==> src/rtl/vdc_reg_pkg.sv <==
// CPU side of the VDC: register numbers, bus ports and register fields
package vdc_reg_pkg;

  typedef logic [15:0] word_t;   // VRAM word or VRAM address
  typedef logic [7:0]  byte_t;   // CPU data byte

  // Registers reachable through the address register
  typedef enum logic [4:0] {
    REG_MAWR    = 5'd0,  // Write address
    REG_MARR    = 5'd1,  // Read address
    REG_VRR_VWR = 5'd2,  // Read data / write buffer
    REG_CR      = 5'd5,  // Control
    REG_MWR     = 5'd9   // Memory width
  } reg_sel_t;

  // CPU address lines A1:A0
  typedef logic [1:0] bus_port_t;
  localparam bus_port_t A_STATUS   = 2'd0;  // Status on read, register select on write
  localparam bus_port_t A_UNUSED   = 2'd1;
  localparam bus_port_t A_DATA_LSB = 2'd2;
  localparam bus_port_t A_DATA_MSB = 2'd3;

  // Address step after each VRAM access, CR[12:11]
  typedef logic [1:0] addr_incr_t;
  localparam addr_incr_t ADDR_INCR_1   = 2'd0;
  localparam addr_incr_t ADDR_INCR_32  = 2'd1;
  localparam addr_incr_t ADDR_INCR_64  = 2'd2;
  localparam addr_incr_t ADDR_INCR_128 = 2'd3;

  localparam int CR_INCR_LSB       = 11;
  localparam int CR_IRQ_VBLANK_BIT = 3;  // Vblank interrupt enable
  localparam int CR_BG_EN_BIT      = 7;  // Background enable
  localparam int STATUS_VBLANK_BIT = 5;
  localparam int MWR_WIDTH_LSB     = 4;  // Two bits, BAT width 32/64/128

endpackage

==> src/rtl/vdc_video_pkg.sv <==
// Raster side of the VDC: timing states, tile and pixel formats
package vdc_video_pkg;

  // Horizontal line phases, in this order
  typedef enum logic [1:0] {
    H_SYNC,
    H_WAIT,
    H_DISP,
    H_END
  } h_state_t;

  // Vertical frame phases, in this order
  typedef enum logic [1:0] {
    V_SYNC,
    V_WAIT,
    V_DISP,
    V_END
  } v_state_t;

  typedef logic [2:0] char_cycle_t;  // Dot inside an 8-dot character
  typedef logic [9:0] line_cnt_t;    // Phase counter, counts down

  // VD: [8] sprite select, [7:4] palette, [3:0] colour
  typedef logic [8:0] pixel_t;

  // BAT word: [15:12] palette, [11:0] tile index
  typedef logic [15:0] bat_entry_t;

  localparam int     BG_PIPE_LEN    = 3;       // Two ahead plus the one on screen
  localparam int     CG1_OFFSET     = 8;       // Planes 2/3 sit 8 words after planes 0/1
  localparam pixel_t OVERSCAN_PIXEL = 9'h100;  // Sprite palette 0, colour 0

endpackage

==> src/rtl/vdc_timing_if.sv <==
`timescale 1ns/100ps

// Raster position from the timing generator to every consumer
interface vdc_timing_if import vdc_video_pkg::*; ();
  char_cycle_t char_cycle;
  h_state_t    h_state;
  v_state_t    v_state;
  line_cnt_t   h_cnt;         // Characters left in the phase
  line_cnt_t   v_cnt;         // Lines left in the phase
  logic        vblank_start;  // Single cycle as V_DISP ends

  modport source (output char_cycle, h_state, v_state, h_cnt, v_cnt, vblank_start);
  modport sink   (input  char_cycle, h_state, v_state, h_cnt, v_cnt, vblank_start);
endinterface


==> src/rtl/vdc_bg_fetch.sv <==
`timescale 1ns/100ps

module vdc_bg_fetch import vdc_reg_pkg::*, vdc_video_pkg::*; (
  input  logic          clock,
  input  logic          reset_N,
  vdc_timing_if.sink    timing,
  input  logic [1:0]    mwr_width,
  input  logic          cr_bg_en,
  input  word_t         vram_rdata,
  output word_t         bg_addr,
  output logic          bg_fetch_active,
  output pixel_t        vd
);

  localparam int PTR_W = $clog2(BG_PIPE_LEN);

  logic [3:0]       pipe_pal [BG_PIPE_LEN];
  word_t            pipe_cg0 [BG_PIPE_LEN];  // Planes 0 and 1
  word_t            pipe_cg1 [BG_PIPE_LEN];  // Planes 2 and 3
  logic [PTR_W-1:0] wr_ptr;
  logic [PTR_W-1:0] rd_ptr;
  line_cnt_t        cur_row;                 // Display line, in pixels
  logic [6:0]       cur_col;                 // BAT column, in tiles
  logic [6:0]       col_mask;
  logic [2:0]       row_shift;
  word_t            bat_addr;
  word_t            tile_ptr;
  bat_entry_t       bat;
  logic             fetch_q;                 // Fetch window, one clock late
  char_cycle_t      slot_q;
  char_cycle_t      cc;
  logic             in_disp;
  logic             line_end;
  logic [3:0]       tile_pix;

  assign cc  = timing.char_cycle;
  assign bat = vram_rdata;

  // Display plus the last two characters before it
  assign bg_fetch_active = (timing.v_state == V_DISP) &&
                           ((timing.h_state == H_DISP) ||
                            (timing.h_state == H_WAIT && timing.h_cnt < 10'd2));
  assign in_disp  = (timing.v_state == V_DISP) && (timing.h_state == H_DISP);
  assign line_end = in_disp && (timing.h_cnt == '0) && (cc == 3'd7);

  // BAT is 32, 64 or 128 tiles wide
  assign row_shift = mwr_width[1] ? 3'd7 : (mwr_width[0] ? 3'd6 : 3'd5);
  assign col_mask  = 7'h7F >> (3'd7 - row_shift);
  assign bat_addr  = word_t'(cur_col) + (word_t'(cur_row[9:3]) << row_shift);

  always_comb begin
    case (cc)
      3'd1:    bg_addr = bat_addr;                          // BAT word
      3'd7:    bg_addr = tile_ptr + word_t'(CG1_OFFSET);    // CG1
      default: bg_addr = tile_ptr;                          // CG0 at slot 5
    endcase
  end

  ////////////////////////////////////////////////////////////////////////////
  // Pointers and BAT position

  always_ff @(posedge clock, negedge reset_N) begin
    if (~reset_N) begin
      fetch_q <= 1'b0;
      slot_q  <= '0;
      wr_ptr  <= '0;
      rd_ptr  <= '0;
      cur_row <= '0;
      cur_col <= '0;
    end else begin
      fetch_q <= bg_fetch_active;
      slot_q  <= cc;
      // Write side moves once the CG1 word has landed
      if (!fetch_q)
        wr_ptr <= '0;
      else if (slot_q == 3'd7)
        wr_ptr <= (wr_ptr == PTR_W'(BG_PIPE_LEN - 1)) ? '0 : wr_ptr + 1'b1;
      if (!in_disp)
        rd_ptr <= '0;
      else if (cc == 3'd7)
        rd_ptr <= (rd_ptr == PTR_W'(BG_PIPE_LEN - 1)) ? '0 : rd_ptr + 1'b1;
      if (timing.v_state == V_WAIT)
        cur_row <= '0;
      else if (line_end)
        cur_row <= cur_row + 10'd1;
      if (timing.h_state == H_SYNC)
        cur_col <= '0;
      else if (bg_fetch_active && cc == 3'd7)
        cur_col <= (cur_col + 7'd1) & col_mask;  // Wrap inside the BAT row
    end
  end

  // Pipe fill, data arrives the clock after its slot
  always_ff @(posedge clock) begin
    if (fetch_q) begin
      case (slot_q)
        3'd1: begin
          pipe_pal[wr_ptr] <= bat[15:12];
          tile_ptr         <= {bat[11:0], 4'h0} + word_t'(cur_row[2:0]);
        end
        3'd5:    pipe_cg0[wr_ptr] <= vram_rdata;
        3'd7:    pipe_cg1[wr_ptr] <= vram_rdata;
        default: ;
      endcase
    end
  end

  ////////////////////////////////////////////////////////////////////////////
  // Pixel out, leftmost dot in the high bit of each plane byte

  assign tile_pix = {pipe_cg1[rd_ptr][{1'b1, ~cc}], pipe_cg1[rd_ptr][{1'b0, ~cc}],
                     pipe_cg0[rd_ptr][{1'b1, ~cc}], pipe_cg0[rd_ptr][{1'b0, ~cc}]};

  always_comb begin
    if (!in_disp)
      vd = OVERSCAN_PIXEL;
    else if (tile_pix == 4'd0 || !cr_bg_en)
      vd = {1'b0, 4'd0, tile_pix};           // Transparent or background off
    else
      vd = {1'b0, pipe_pal[rd_ptr], tile_pix};
  end

  assert property (@(posedge clock) disable iff (~reset_N)
    (wr_ptr < BG_PIPE_LEN) && (rd_ptr < BG_PIPE_LEN));

endmodule

==> src/flat_wrapper.sv <==
// flat-port wrapper written by rule: the top's interface ports become plain ports
module vdc_bg_fetch_flat import vdc_reg_pkg::*, vdc_video_pkg::*;
  (clock, reset_N, mwr_width, cr_bg_en, vram_rdata, bg_addr, bg_fetch_active, vd, timing_char_cycle, timing_h_state, timing_v_state, timing_h_cnt, timing_v_cnt, timing_vblank_start);
  vdc_timing_if timing_i ();
  input  logic clock;
  input  logic reset_N;
  input  logic [1:0] mwr_width;
  input  logic cr_bg_en;
  input  word_t vram_rdata;
  output word_t bg_addr;
  output logic bg_fetch_active;
  output pixel_t vd;
  input wire logic [$bits(timing_i.char_cycle)-1:0] timing_char_cycle;
  input wire logic [$bits(timing_i.h_state)-1:0] timing_h_state;
  input wire logic [$bits(timing_i.v_state)-1:0] timing_v_state;
  input wire logic [$bits(timing_i.h_cnt)-1:0] timing_h_cnt;
  input wire logic [$bits(timing_i.v_cnt)-1:0] timing_v_cnt;
  input wire logic [$bits(timing_i.vblank_start)-1:0] timing_vblank_start;
  assign timing_i.char_cycle = timing_char_cycle;
  assign timing_i.h_state = timing_h_state;
  assign timing_i.v_state = timing_v_state;
  assign timing_i.h_cnt = timing_h_cnt;
  assign timing_i.v_cnt = timing_v_cnt;
  assign timing_i.vblank_start = timing_vblank_start;
  vdc_bg_fetch u_core (.clock(clock), .reset_N(reset_N), .timing(timing_i), .mwr_width(mwr_width), .cr_bg_en(cr_bg_en), .vram_rdata(vram_rdata), .bg_addr(bg_addr), .bg_fetch_active(bg_fetch_active), .vd(vd));
endmodule
==> config.mk <==
export PLATFORM = sky130hd
export DESIGN_NAME = vdc_bg_fetch_flat
export DESIGN_NICKNAME = d
export VERILOG_FILES = /design/src/rtl/vdc_reg_pkg.sv /design/src/rtl/vdc_video_pkg.sv /design/src/rtl/vdc_timing_if.sv /design/src/rtl/vdc_bg_fetch.sv /design/src/flat_wrapper.sv
export SDC_FILE = /design/constraint.sdc
export NUM_CORES = 1
export LEC_CHECK = 0
export BUFFER_PORTS_ARGS = -buffer_cell sky130_fd_sc_hd__buf_2
export CAP_MARGIN = 25
export CORE_UTILIZATION = 35
export DETAILED_ROUTE_END_ITERATION = 6
export PLACE_DENSITY = 0.6
export SLEW_MARGIN = 20
export SYNTH_ARGS = -nofsm -noshare
export SYNTH_HDL_FRONTEND = slang
export SYNTH_SLANG_ARGS = --single-unit
==> constraint.sdc <==
create_clock -name clock -period 3.4 [get_ports clock]
set_input_delay 0.68 -clock clock [delete_from_list [all_inputs] [get_ports clock]]
set_output_delay 0.68 -clock clock [all_outputs]
set_load 0.02 [all_outputs]
==> flow_metrics.py <==
metrics = {
    "global_routing": {
        "grt_first_pass_wirelength_mm": 23.94,
        "grt_max_degree": 26,
        "antenna_found_initial": 0,
        "grt_pass1_vias": 4358,
        "globalRouteTotalUtil_pct": 16.45,
        "overflow": 0,
    },
    "finish": {
        "area_growth_pct": 19.47,
        "antenna_cells": 0,
        "stdcell_count": 826,
        "final_nets": 634,
        "seq_area_sq_um": 4319,
        "drive_above_1_share_pct": 28.89,
        "multiInputGateArea_sq_um": 2277,
        "n_fill_cell": 1724,
    },
    "clocking": {
        "insertion_delay_ps": 420,
        "path_clk_slew_ps": 60,
        "max-clock-path-buffers": 2,
        "cts_num_sinks": 148,
        "postCtsHoldBufs": 0,
        "cts.htree.levels": 4,
        "numCtsBuffers": 17,
        "clock-root-buffer": "clkbuf_16",
        "cts_tree": "done",
        "post-cts-setup-buffers": 0,
    },
    "critical_path": {
        "cp_top_family": "simple AND/OR/NAND/NOR gates",
        "worstReg2RegEnd": "u_core.pipe_cg0[1][11]",
        "worst-endpoint-arrival_ps": 2620,
        "end_kind": "output port",
        "path_max_fanout": 6,
        "r2r_start": "u_core.wr_ptr[1]",
        "r2r_slack_ps": 1470,
        "crit_chain": "mux2i_1 > nor2_1 > ha_1 > nor2b_1 > o221ai_2 > nor4b_2 > xnor2_1 > o21ai_2 > buf_2",
        "crit_path_top_delay_cell": "dfrtp_1",
        "worstSetupPathType": "flop to output port",
        "critical_path_required_ps": 2720,
        "slowest_delay_ps": 470,
        "path_buf_inv": 1,
        "reg2reg_depth": 3,
        "startpoint_type": "flop",
    },
    "synth": {
        "yosysTopAreaCellShare_pct": 54.89,
        "yosysWarnings": 0,
        "yosysSeqAreaShare_pct": 64.19,
        "avgSynthCellArea_sq_um": 13.59,
        "synthArstFlopShare_pct": 16.89,
        "synth_edf_count": 123,
        "ys_ff_latch": 148,
        "yosysTopAreaCell": "edfxtp_1",
        "synth_ff_type": "edfxtp_1",
        "synth.distinct_cells": 60,
        "synth.area.top_cells": "edfxtp_1 55%, dfrtp_1 9.3%, mux2_2 6.2%",
        "netlist_instances": 495,
        "synth.cell_area_sq_um": 6729,
        "postSynthNetCount": 550,
    },
    "drt": {
        "first_iter_violations": 305,
        "vias": 4375,
        "firstDrtPassIters": 5,
        "routedWlPerCell_um": 18.84,
        "antenna_left": 0,
        "drc": 0,
        "drt-vias-per-instance": 5.297,
        "wl_mm": 15.56,
    },
    "die": {
        "io_pins": 75,
        "dieHeight_um": 140.7,
        "fp.coreArea_sq_um": 18770,
        "dieArea_sq_um": 19780,
        "dieWidth_um": 140.7,
        "core.rowCount": 50,
        "initial_core_util_pct": 35.85,
    },
    "timing": {
        "period_needed_ps": 3298,
        "max_slew.worst_pin.slew_ps": 844.4,
        "setup_violations": 0,
        "fin_worst_skew_ps": 8.559,
        "slew_headroom_pct": 43.71,
        "slew_violations": 0,
        "period_share_pct": 97.00,
        "hold_ws_ps": 269.5,
        "hold_viol": 0,
        "fmax_mhz": 303.2,
    },
    "min_path": {
        "min_path_type": "input port to asynchronous set/reset pin",
    },
    "run": {
        "maxCapViolations": 0,
    },
    "power_and_ir_drop": {
        "power_density_nw_per_um2": 506.9,
        "power_uw": 4075,
        "p_leak_uw": 0.002832,
        "ir_worst_vdd_v": 0.0004014,
    },
    "outcome": {
        "status": "completed",
    },
    "placement": {
        "dp.final_hpwl_mm": 10.84,
        "port-buffer-count": 63,
        "dp.cells": 794,
        "gp_congestion": 0.8488,
    },
}
[cells by family after synthesis]
logic type | after synthesis | synth area share (%)
compound gates | 95 | 9.502
xor+xnor | 10 | 1.302
fa+ha+maj | 6 | 1.227
buf+inv | 31 | 2.529
flops | 148 | 64.19
mux | 55 | 8.981
other cells | 1 | 0.05573
simple gates | 149 | 12.22
[Yosys cell counts (8+ instances only)]
| library cell | count |
|---|---|
| edfxtp_1 | 123 |
| nand2_1 | 41 |
| mux2_2 | 37 |
| o21ai_0 | 28 |
| nor2_1 | 27 |
| dfrtp_1 | 25 |
| nand2b_1 | 20 |
| a221oi_1 | 16 |
| a21oi_1 | 15 |
| mux2i_1 | 15 |
| o211ai_1 | 14 |
| inv_1 | 9 |
| nor2b_1 | 8 |
[timing repair]
item | in CTS | in global routing
gates resized for setup | 2 | 4
setup endpoints to repair | 4 | 6
pin swaps | 0 | 0
[metal layers]
layer  global-route usage (%)  vias to the layer above  wire length, um  part of all wire [%]
met3                    4.144                       26              837                   5.4
met1                    20.71                     2139             6984                    45
met2                    26.84                      155             7360                    47
met4                    7.265                        0              378                   2.4
li1                         -                     2055                -                     -
met5                        0                        -                0                     0
[placed cells by master, fill, tap and decap left out, types with 16 or more instances in the layout]
| cell | synthesis | layout |
|---|---|---|
| nand2_1 | 41 | 41 |
| a221oi_1 | 16 | 16 |
| dfrtp_1 | 25 | 25 |
| nand2b_1 | 20 | 20 |
| buf_4 | 2 | 22 |
| nor2_1 | 27 | 26 |
| clkbuf_16 | 0 | 17 |
| o21ai_0 | 28 | 27 |
| buf_2 | 6 | 63 |
| mux2_2 | 37 | 37 |
| edfxtp_1 | 123 | 123 |
[worst max-delay path by stage]
stage	startpoint	end	slack, ps	cells after the start
global route	u_core.cur_row[3]	bg_addr[12]	-30	8
global placement	mwr_width[0]	bg_addr[12]	30	10
CTS	u_core.cur_row[3]	bg_addr[12]	30	8
detailed placement	mwr_width[0]	bg_addr[12]	50	10
floorplan	mwr_width[1]	bg_addr[10]	50	10
finish	u_core.cur_row[3]	bg_addr[12]	100	9
[stage by stage]
| stage | area, sq um | utilization, % | worst slack [ps] | TNS [ps] |
|---|---|---|---|---|
| global route | 8039 | 42.83 | -28.62 | -54.68 |
| detailed placement | 7407 | 39.47 | 46.59 | 0 |
| CTS | 8026 | 42.77 | 25.42 | 0 |
| global placement | 7407 | 39.47 | 32.41 | 0 |
| finish | 8039 | 42.83 | 102.1 | 0 |
| floorplan | 6733 | - | 50.36 | 0 |
[worst reg2reg max path, cell delays in order (launching register included)]
cell and delay, ps:
dfrtp_1 450, nand2b_1 240, nor2_1 610, buf_4 330
[where the power goes]
group | internal, uW | switching [uW] | total [uW]
combinational | 64.8 | 122 | 187
sequential | 1970 | 8.40 | 1980
clock | 1210 | 693 | 1900
total | 3250 | 823 | 4070
[sequential cells by signal, indices dropped and copies added (netlist names)]
name	count
u_core.cur_col	7
u_core.pipe_cg0	48
u_core.pipe_pal	12
u_core.fetch_q	1
u_core.tile_ptr	15
u_core.cur_row	10
u_core.pipe_cg1	48
u_core.wr_ptr	2
u_core.slot_q	3
u_core.rd_ptr	2
[final cells by class]
cell class / count / share of cell area, %
Sequential cell: 148 / 53.73
Multi-Input combinational cell: 316 / 28.33
Timing Repair Buffer: 87 / 6.366
Clock buffer: 24 / 5.992
Tap cell: 234 / 3.642
Clock inverter: 8 / 1.525
Inverter: 9 / 0.4202
(Power assumes the default switching activity.)
