<file path="src/rtl/vdc_reg_pkg.sv">
// CPU side of the VDC: register numbers, bus ports and register fields
package vdc_reg_pkg;

  typedef logic [15:0] word_t;   // VRAM word or VRAM address
  typedef logic [7:0]  byte_t;   // CPU data byte

  // Registers reachable through the address register
  typedef enum logic [4:0] {
    REG_MAWR    = 5'd0,  // Write address
    REG_MARR    = 5'd1,  // Read address
    REG_VRR_VWR = 5'd2,  // Read data / write buffer
    REG_CR      = 5'd5,  // Control
    REG_MWR     = 5'd9   // Memory width
  } reg_sel_t;

  // CPU address lines A1:A0
  typedef logic [1:0] bus_port_t;
  localparam bus_port_t A_STATUS   = 2'd0;  // Status on read, register select on write
  localparam bus_port_t A_UNUSED   = 2'd1;
  localparam bus_port_t A_DATA_LSB = 2'd2;
  localparam bus_port_t A_DATA_MSB = 2'd3;

  // Address step after each VRAM access, CR[12:11]
  typedef logic [1:0] addr_incr_t;
  localparam addr_incr_t ADDR_INCR_1   = 2'd0;
  localparam addr_incr_t ADDR_INCR_32  = 2'd1;
  localparam addr_incr_t ADDR_INCR_64  = 2'd2;
  localparam addr_incr_t ADDR_INCR_128 = 2'd3;

  localparam int CR_INCR_LSB       = 11;
  localparam int CR_IRQ_VBLANK_BIT = 3;  // Vblank interrupt enable
  localparam int CR_BG_EN_BIT      = 7;  // Background enable
  localparam int STATUS_VBLANK_BIT = 5;
  localparam int MWR_WIDTH_LSB     = 4;  // Two bits, BAT width 32/64/128

endpackage

</file>
<file path="src/rtl/vdc_video_pkg.sv">
// Raster side of the VDC: timing states, tile and pixel formats
package vdc_video_pkg;

  // Horizontal line phases, in this order
  typedef enum logic [1:0] {
    H_SYNC,
    H_WAIT,
    H_DISP,
    H_END
  } h_state_t;

  // Vertical frame phases, in this order
  typedef enum logic [1:0] {
    V_SYNC,
    V_WAIT,
    V_DISP,
    V_END
  } v_state_t;

  typedef logic [2:0] char_cycle_t;  // Dot inside an 8-dot character
  typedef logic [9:0] line_cnt_t;    // Phase counter, counts down

  // VD: [8] sprite select, [7:4] palette, [3:0] colour
  typedef logic [8:0] pixel_t;

  // BAT word: [15:12] palette, [11:0] tile index
  typedef logic [15:0] bat_entry_t;

  localparam int     BG_PIPE_LEN    = 3;       // Two ahead plus the one on screen
  localparam int     CG1_OFFSET     = 8;       // Planes 2/3 sit 8 words after planes 0/1
  localparam pixel_t OVERSCAN_PIXEL = 9'h100;  // Sprite palette 0, colour 0

endpackage

</file>
<file path="src/rtl/vdc_timing_if.sv">
`timescale 1ns/100ps

// Raster position from the timing generator to every consumer
interface vdc_timing_if import vdc_video_pkg::*; ();
  char_cycle_t char_cycle;
  h_state_t    h_state;
  v_state_t    v_state;
  line_cnt_t   h_cnt;         // Characters left in the phase
  line_cnt_t   v_cnt;         // Lines left in the phase
  logic        vblank_start;  // Single cycle as V_DISP ends

  modport source (output char_cycle, h_state, v_state, h_cnt, v_cnt, vblank_start);
  modport sink   (input  char_cycle, h_state, v_state, h_cnt, v_cnt, vblank_start);
endinterface

// CPU port to VRAM arbiter, requests are levels and issues are pulses
interface vdc_mem_if import vdc_reg_pkg::*; ();
  logic  read_req;
  logic  write_req;
  word_t read_addr;    // MARR
  word_t write_addr;   // MAWR
  word_t write_data;   // VWR
  logic  read_issue;
  logic  write_issue;
  word_t read_data;    // Held until the next read issue
  logic  mem_wait;

  modport cpu (output read_req, write_req, read_addr, write_addr, write_data,
               input  read_issue, write_issue, read_data, mem_wait);
  modport arbiter (input  read_req, write_req, read_addr, write_addr, write_data,
                   output read_issue, write_issue, read_data, mem_wait);
endinterface

</file>
<file path="src/rtl/vdc_cpu_port.sv">
`timescale 1ns/100ps

module vdc_cpu_port import vdc_reg_pkg::*; (
  input  logic         clock,
  input  logic         reset_N,
  input  logic         cs_n,
  input  logic         rd_n,
  input  logic         wr_n,
  input  bus_port_t    a,
  input  byte_t        data_in,
  output byte_t        data_out,
  output logic         irq_n,
  output logic         busy_n,
  vdc_mem_if.cpu       mem,
  vdc_timing_if.sink   timing,
  output logic [1:0]   mwr_width,
  output logic         cr_bg_en
);

  logic       rd;
  logic       wr;
  logic       prev_rd;
  logic       prev_wr;
  logic       rd_edge;
  logic       wr_edge;
  logic       ack;          // Status read, clears the interrupt
  reg_sel_t   regnum;
  word_t      mawr;
  word_t      marr;
  word_t      vwr;
  word_t      cr;
  word_t      addr_step;
  byte_t      mwr;
  byte_t      status;
  addr_incr_t incr_sel;

  assign rd      = ~rd_n & ~cs_n;  // Active high strobes
  assign wr      = ~wr_n & ~cs_n;
  assign rd_edge = rd & ~prev_rd;
  assign wr_edge = wr & ~prev_wr;
  assign ack     = rd_edge & (a == A_STATUS);

  always_ff @(posedge clock, negedge reset_N) begin
    if (~reset_N) begin
      prev_rd <= 1'b0;
      prev_wr <= 1'b0;
    end else begin
      prev_rd <= rd;
      prev_wr <= wr;
    end
  end

  assign incr_sel = cr[CR_INCR_LSB +: 2];

  always_comb begin
    case (incr_sel)
      ADDR_INCR_1:  addr_step = 16'd1;
      ADDR_INCR_32: addr_step = 16'd32;
      ADDR_INCR_64: addr_step = 16'd64;
      default:      addr_step = 16'd128;
    endcase
  end

  ////////////////////////////////////////////////////////////////////////////
  // Register file

  always_ff @(posedge clock, negedge reset_N) begin
    if (~reset_N) begin
      regnum <= REG_MAWR;
      mawr   <= '0;
      marr   <= '0;
      cr     <= '0;
      mwr    <= '0;
    end else begin
      // Step after each access, a CPU write in the same cycle wins
      if (mem.read_issue)
        marr <= marr + addr_step;
      if (mem.write_issue)
        mawr <= mawr + addr_step;
      if (wr_edge) begin
        case (a)
          A_STATUS:
            case (data_in[4:0])
              5'd0, 5'd1, 5'd2, 5'd5, 5'd9: regnum <= reg_sel_t'(data_in[4:0]);
              default: ;  // Unsupported register, selection kept
            endcase
          A_DATA_LSB:
            case (regnum)
              REG_MAWR: mawr[7:0] <= data_in;
              REG_MARR: marr[7:0] <= data_in;
              REG_CR:   cr[7:0]   <= data_in;
              REG_MWR:  mwr       <= data_in;
              default: ;
            endcase
          A_DATA_MSB:
            case (regnum)
              REG_MAWR: mawr[15:8] <= data_in;
              REG_MARR: marr[15:8] <= data_in;  // Also starts a VRAM read
              REG_CR:   cr[12:8]   <= data_in[4:0];
              default: ;
            endcase
          default: ;
        endcase
      end
    end
  end

  // Write buffer, payload only
  always_ff @(posedge clock) begin
    if (wr_edge && regnum == REG_VRR_VWR) begin
      if (a == A_DATA_LSB)
        vwr[7:0] <= data_in;
      else if (a == A_DATA_MSB)
        vwr[15:8] <= data_in;
    end
  end

  // MSB of MARR or VRR triggers a fetch, MSB of VWR a store
  assign mem.read_req   = (a == A_DATA_MSB) &
                          ((rd & (regnum == REG_VRR_VWR)) | (wr & (regnum == REG_MARR)));
  assign mem.write_req  = wr & (a == A_DATA_MSB) & (regnum == REG_VRR_VWR);
  assign mem.read_addr  = marr;
  assign mem.write_addr = mawr;
  assign mem.write_data = vwr;

  assign busy_n    = ~mem.mem_wait;
  assign mwr_width = mwr[MWR_WIDTH_LSB +: 2];
  assign cr_bg_en  = cr[CR_BG_EN_BIT];

  ////////////////////////////////////////////////////////////////////////////
  // Read data and interrupt

  always_ff @(posedge clock, negedge reset_N) begin
    if (~reset_N) begin
      data_out <= '0;
    end else if (rd_edge) begin
      case (a)
        A_STATUS:   data_out <= status;  // Value before the ack clears it
        A_UNUSED:   data_out <= '0;
        A_DATA_LSB: data_out <= (regnum == REG_VRR_VWR) ? mem.read_data[7:0] : '0;
        default:    data_out <= (regnum == REG_VRR_VWR) ? mem.read_data[15:8] : '0;
      endcase
    end
  end

  always_ff @(posedge clock, negedge reset_N) begin
    if (~reset_N) begin
      irq_n  <= 1'b1;
      status <= '0;
    end else if (ack) begin
      irq_n  <= 1'b1;   // Acknowledge beats a new event
      status <= '0;
    end else if (timing.vblank_start && cr[CR_IRQ_VBLANK_BIT]) begin
      irq_n                     <= 1'b0;
      status[STATUS_VBLANK_BIT] <= 1'b1;
    end
  end

  // One access kind per CPU strobe
  assert property (@(posedge clock) disable iff (~reset_N)
    !(mem.read_req && mem.write_req));

endmodule

</file>
<file path="src/flat_wrapper.sv">
// flat-port wrapper written by rule: the top's interface ports become plain ports
module vdc_cpu_port_flat import vdc_reg_pkg::*;
  (clock, reset_N, cs_n, rd_n, wr_n, a, data_in, data_out, irq_n, busy_n, mwr_width, cr_bg_en, mem_read_req, mem_write_req, mem_read_addr, mem_write_addr, mem_write_data, mem_read_issue, mem_write_issue, mem_read_data, mem_mem_wait, timing_char_cycle, timing_h_state, timing_v_state, timing_h_cnt, timing_v_cnt, timing_vblank_start);
  vdc_mem_if mem_i ();
  vdc_timing_if timing_i ();
  input  logic clock;
  input  logic reset_N;
  input  logic cs_n;
  input  logic rd_n;
  input  logic wr_n;
  input  bus_port_t a;
  input  byte_t data_in;
  output byte_t data_out;
  output logic irq_n;
  output logic busy_n;
  output logic [1:0] mwr_width;
  output logic cr_bg_en;
  output wire logic [$bits(mem_i.read_req)-1:0] mem_read_req;
  output wire logic [$bits(mem_i.write_req)-1:0] mem_write_req;
  output wire logic [$bits(mem_i.read_addr)-1:0] mem_read_addr;
  output wire logic [$bits(mem_i.write_addr)-1:0] mem_write_addr;
  output wire logic [$bits(mem_i.write_data)-1:0] mem_write_data;
  input wire logic [$bits(mem_i.read_issue)-1:0] mem_read_issue;
  input wire logic [$bits(mem_i.write_issue)-1:0] mem_write_issue;
  input wire logic [$bits(mem_i.read_data)-1:0] mem_read_data;
  input wire logic [$bits(mem_i.mem_wait)-1:0] mem_mem_wait;
  input wire logic [$bits(timing_i.char_cycle)-1:0] timing_char_cycle;
  input wire logic [$bits(timing_i.h_state)-1:0] timing_h_state;
  input wire logic [$bits(timing_i.v_state)-1:0] timing_v_state;
  input wire logic [$bits(timing_i.h_cnt)-1:0] timing_h_cnt;
  input wire logic [$bits(timing_i.v_cnt)-1:0] timing_v_cnt;
  input wire logic [$bits(timing_i.vblank_start)-1:0] timing_vblank_start;
  assign mem_read_req = mem_i.read_req;
  assign mem_write_req = mem_i.write_req;
  assign mem_read_addr = mem_i.read_addr;
  assign mem_write_addr = mem_i.write_addr;
  assign mem_write_data = mem_i.write_data;
  assign mem_i.read_issue = mem_read_issue;
  assign mem_i.write_issue = mem_write_issue;
  assign mem_i.read_data = mem_read_data;
  assign mem_i.mem_wait = mem_mem_wait;
  assign timing_i.char_cycle = timing_char_cycle;
  assign timing_i.h_state = timing_h_state;
  assign timing_i.v_state = timing_v_state;
  assign timing_i.h_cnt = timing_h_cnt;
  assign timing_i.v_cnt = timing_v_cnt;
  assign timing_i.vblank_start = timing_vblank_start;
  vdc_cpu_port u_core (.clock(clock), .reset_N(reset_N), .cs_n(cs_n), .rd_n(rd_n), .wr_n(wr_n), .a(a), .data_in(data_in), .data_out(data_out), .irq_n(irq_n), .busy_n(busy_n), .mem(mem_i), .timing(timing_i), .mwr_width(mwr_width), .cr_bg_en(cr_bg_en));
endmodule
</file>
<file path="config.mk">
export PLATFORM = sky130hd
export DESIGN_NAME = vdc_cpu_port_flat
export DESIGN_NICKNAME = d
export VERILOG_FILES = /design/src/rtl/vdc_reg_pkg.sv /design/src/rtl/vdc_video_pkg.sv /design/src/rtl/vdc_timing_if.sv /design/src/rtl/vdc_cpu_port.sv /design/src/flat_wrapper.sv
export SDC_FILE = /design/constraint.sdc
export NUM_CORES = 1
export LEC_CHECK = 0
export BUFFER_PORTS_ARGS = -buffer_cell sky130_fd_sc_hd__buf_4
export CAP_MARGIN = 20
export CELL_PAD_IN_SITES_DETAIL_PLACEMENT = 0
export CELL_PAD_IN_SITES_GLOBAL_PLACEMENT = 1
export CORE_UTILIZATION = 38
export CTS_BUF_LIST = sky130_fd_sc_hd__clkbuf_4
export CTS_CLUSTER_DIAMETER = 80
export DETAILED_ROUTE_END_ITERATION = 8
export PLACE_DENSITY_LB_ADDON = 0.1
export SETUP_SLACK_MARGIN = 0.02
export SKIP_LAST_GASP = 1
export SLEW_MARGIN = 10
export SYNTH_ARGS = -nofsm -noshare
export SYNTH_HDL_FRONTEND = slang
export SYNTH_SLANG_ARGS = --single-unit
</file>
<file path="constraint.sdc">
create_clock -name clock -period 7 [get_ports clock]
set_input_delay 0.7 -clock clock [delete_from_list [all_inputs] [get_ports clock]]
set_output_delay 0.7 -clock clock [all_outputs]
set_load 0.05 [all_outputs]
</file>
==> impl_metrics.json <==
{
  "cp.required_ns": 6.30,
  "clkSinkCount": 71,
  "clock_tree.root_cell": "clkbuf_4",
  "drcViolationCount": 0,
  "ioPinCount": 125,
  "clk_latency_ns": 0.42,
  "netlist_area_um2": 4140,
  "p_leak_nw": 2.07,
  "synthDistinctLibCells": 69,
  "r2r_cells": 8,
  "synth_flop_cell": "dfrtp_1",
  "worst_pin_slew_ns": 1.05,
  "post-route-period-util_pct": 39.7,
  "grt-ovfl-total": 0,
  "ir_drop_uv": 192,
  "synth_edf_count": 16,
  "hp-class": "input pin to asynchronous set/reset pin",
  "core_area_um2": 10400,
  "antennaDiodeCount": 0,
  "critPathLaunchType": "register",
  "std_cell_rows": 37,
  "dp_hpwl_um": 7750,
  "routedWlPerCell_um": 17.1,
  "antenna_found_initial": 0,
  "io_buffers": 97,
  "synth_top_area_share_pct": 32.7,
  "outcome": "finished, final reports clean",
  "finalMaxSlewViolations": 0,
  "slew_headroom_pct": 29.8,
  "reg2reg_slack_ns": 4.37,
  "cts_tree": "built",
  "avgSynthCellArea_um2": 9.87,
  "synth_seq_area_share_pct": 44.9,
  "gp_congestion": 0.829,
  "areaGrowthSynthToFinish_pct": 22.4,
  "grt_pass1_wl_um": 17700,
  "powerDensity_nw_per_um2": 274,
  "cts.path.max_buffers": 2,
  "drive_above_1_share_pct": 27.4,
  "grt.total_usage_pct": 20.1,
  "end_kind": "primary output",
  "synth_seq_cells": 71,
  "fp.dieArea_um2": 11300,
  "synthMuxAreaShare_pct": 8.32,
  "critical_path_class": "register to primary output",
  "yosys.area_share.simple_pct": 23.9,
  "synth_compound_area_share_pct": 14.6,
  "final_nets": 574,
  "cts_resized": 0,
  "grt_max_degree": 56,
  "min_period_ns": 2.78,
  "first_iter_violations": 131,
  "drt_first_pass_iters": 5,
  "synth_top_family_by_area": "simple AND/OR/NAND/NOR gates",
  "cts_buffers": 9,
  "start_util_pct": 39.7,
  "yosys.area.top_type": "dfrtp_1",
  "htree_levels": 3,
  "syn-num-nets": 487,
  "critical_path.max_fanout": 9,
  "post-cts-setup-buffers": 0,
  "rsz0062_at_grt": "no",
  "holdBufCountCts": 0,
  "die-height_um": 106,
  "yosys_warnings": 0,
  "synth-xor-area-share_pct": 2.96,
  "skew_ns": 0.0181,
  "via_per_inst": 5.54,
  "yosys-top-cells-count": "dfrtp_1 (54), nand2_1 (54), o21ai_0 (25)",
  "synthCells": 419,
  "utilization_pct": 48.6,
  "first_global_vias": 3353,
  "max_freq_mhz": 360,
  "fin_setup_tns_ns": 0,
  "cp.arrival_ns": 2.08,
  "r2r-start": "u_core.cr[11]$_DFFE_PN0P_",
  "maxCapViolCount": 0,
  "die_width_um": 106,
  "async_reset_ff_share_pct": 77.5,
  "path_clk_slew_ns": 0.14,
  "synth-adder-area-share_pct": 1.81,
  "vias": 3582,
  "ant_nets": 0,
  "timing.rr.end": "u_core.mem.write_addr[10]$_DFF_PN0_",
  "drt-total-wl_um": 11100,
  "hold_viol_final": 0,
  "finalSetupViolations": 0,
  "synth.area.top_cells": "dfrtp_1 (33%), edfxtp_1 (12%), mux2i_1 (5.3%), nand2_1 (4.9%), o21ai_0 (3.0%)"
}
==> flip-flops by register name, summed over array words and instances, names as in the netlist, 2 cells and up <==
signal / flops
u_core.regnum: 5
u_core.mem.write_addr: 16
u_core.mem.read_addr: 16
u_core.cr: 3
u_core.mwr: 2
u_core.data_out: 8
u_core.mem.write_data: 16
==> critical path, cell delays in order (launching register included) <==
cell	delay [ns]
dfrtp_1	0.53
nor4b_2	0.46
nor2b_1	0.26
a32oi_1	0.08
nor2_1	0.11
buf_4	0.21
==> layout make-up <==
| type | instances | area [um2] |
|---|---|---|
| inverter | 5 | 18.8 |
| tap | 136 | 170 |
| multi-input combinational | 318 | 2140 |
| clock inverter | 7 | 55.1 |
| sequential | 71 | 1860 |
| clock buffer | 9 | 67.6 |
| timing repair buffer | 101 | 759 |
| fill | 1010 | 5350 |
==> how the worst max path moves through the flow <==
stage,startpoint,end,cells after the start
after floorplan,a[0],mem_write_req,2
after global placement,wr_n,u_core.mem.write_addr[11]$_DFF_PN0_,6
after detailed placement,wr_n,u_core.mem.write_addr[11]$_DFF_PN0_,6
after CTS,u_core.regnum[1]$_DFFE_PN0P_,mem_read_req,5
after global routing,u_core.regnum[1]$_DFFE_PN0P_,mem_read_req,5
final,u_core.regnum[1]$_DFFE_PN0P_,mem_read_req,5
==> metal layers <==
layer / vias to the layer above / part of all wire, % / track usage [%] / wire length [um]
met5: - / 0 / 0 / 0
met4: 0 / 1.4 / 6.55 / 157
met3: 13 / 4.5 / 3.74 / 495
met2: 89 / 49 / 33.2 / 5480
met1: 1733 / 45 / 26.5 / 4960
li1: 1747 / - / - / -
==> cell families after synthesis <==
kind of cell | after synthesis
AOI/OAI and AO/OA | 90
xor gates and xnor gates | 14
adders and majority gates | 6
buffers and inverters | 30
DFF | 71
muxes | 33
and+or+nand+nor | 175
==> metrics by stage <==
stage	cell area (um2)	hold WS (ns)	std cells	worst slack [ns]	total power [W]
after floorplan	4140	0.404	419	3.89	0.000973
after global placement	4930	0.468	629	4.09	0.00114
after detailed placement	4930	0.476	629	4.03	0.00115
after CTS	5050	0.332	645	4.20	0.00140
after global routing	5060	0.360	647	3.97	0.00147
final	5060	0.321	647	4.22	0.00139
==> report_power, final <==
part / total (W) / internal, W / switching (W)
logic: 0.000558 / 0.000191 / 0.000366
registers: 0.000584 / 0.000483 / 0.000101
clock network: 0.000245 / 0.0000771 / 0.000168
total: 0.00139 / 0.000752 / 0.000634
==> cells in the final DEF, fill, tap and decap left out, types with 3 or more instances in the layout <==
master / n
buf_4: 99
nand2_1: 54
dfrtp_1: 54
o21ai_0: 25
mux2i_1: 22
a21oi_1: 18
nor2_1: 17
nor3_1: 16
edfxtp_1: 16
nand3_1: 14
nand4_1: 11
mux2_2: 11
nor3b_1: 10
xor2_1: 10
clkbuf_4: 9
nor2b_1: 8
a31oi_1: 8
ha_1: 6
inv_1: 5
nand2b_1: 5
and3_1: 5
nor4_1: 5
and4_1: 4
xnor2_1: 4
o21ai_1: 4
nand3b_1: 4
or3_1: 3
a2111oi_0: 3
a221oi_1: 3
Power figures use the tool's default switching activity.
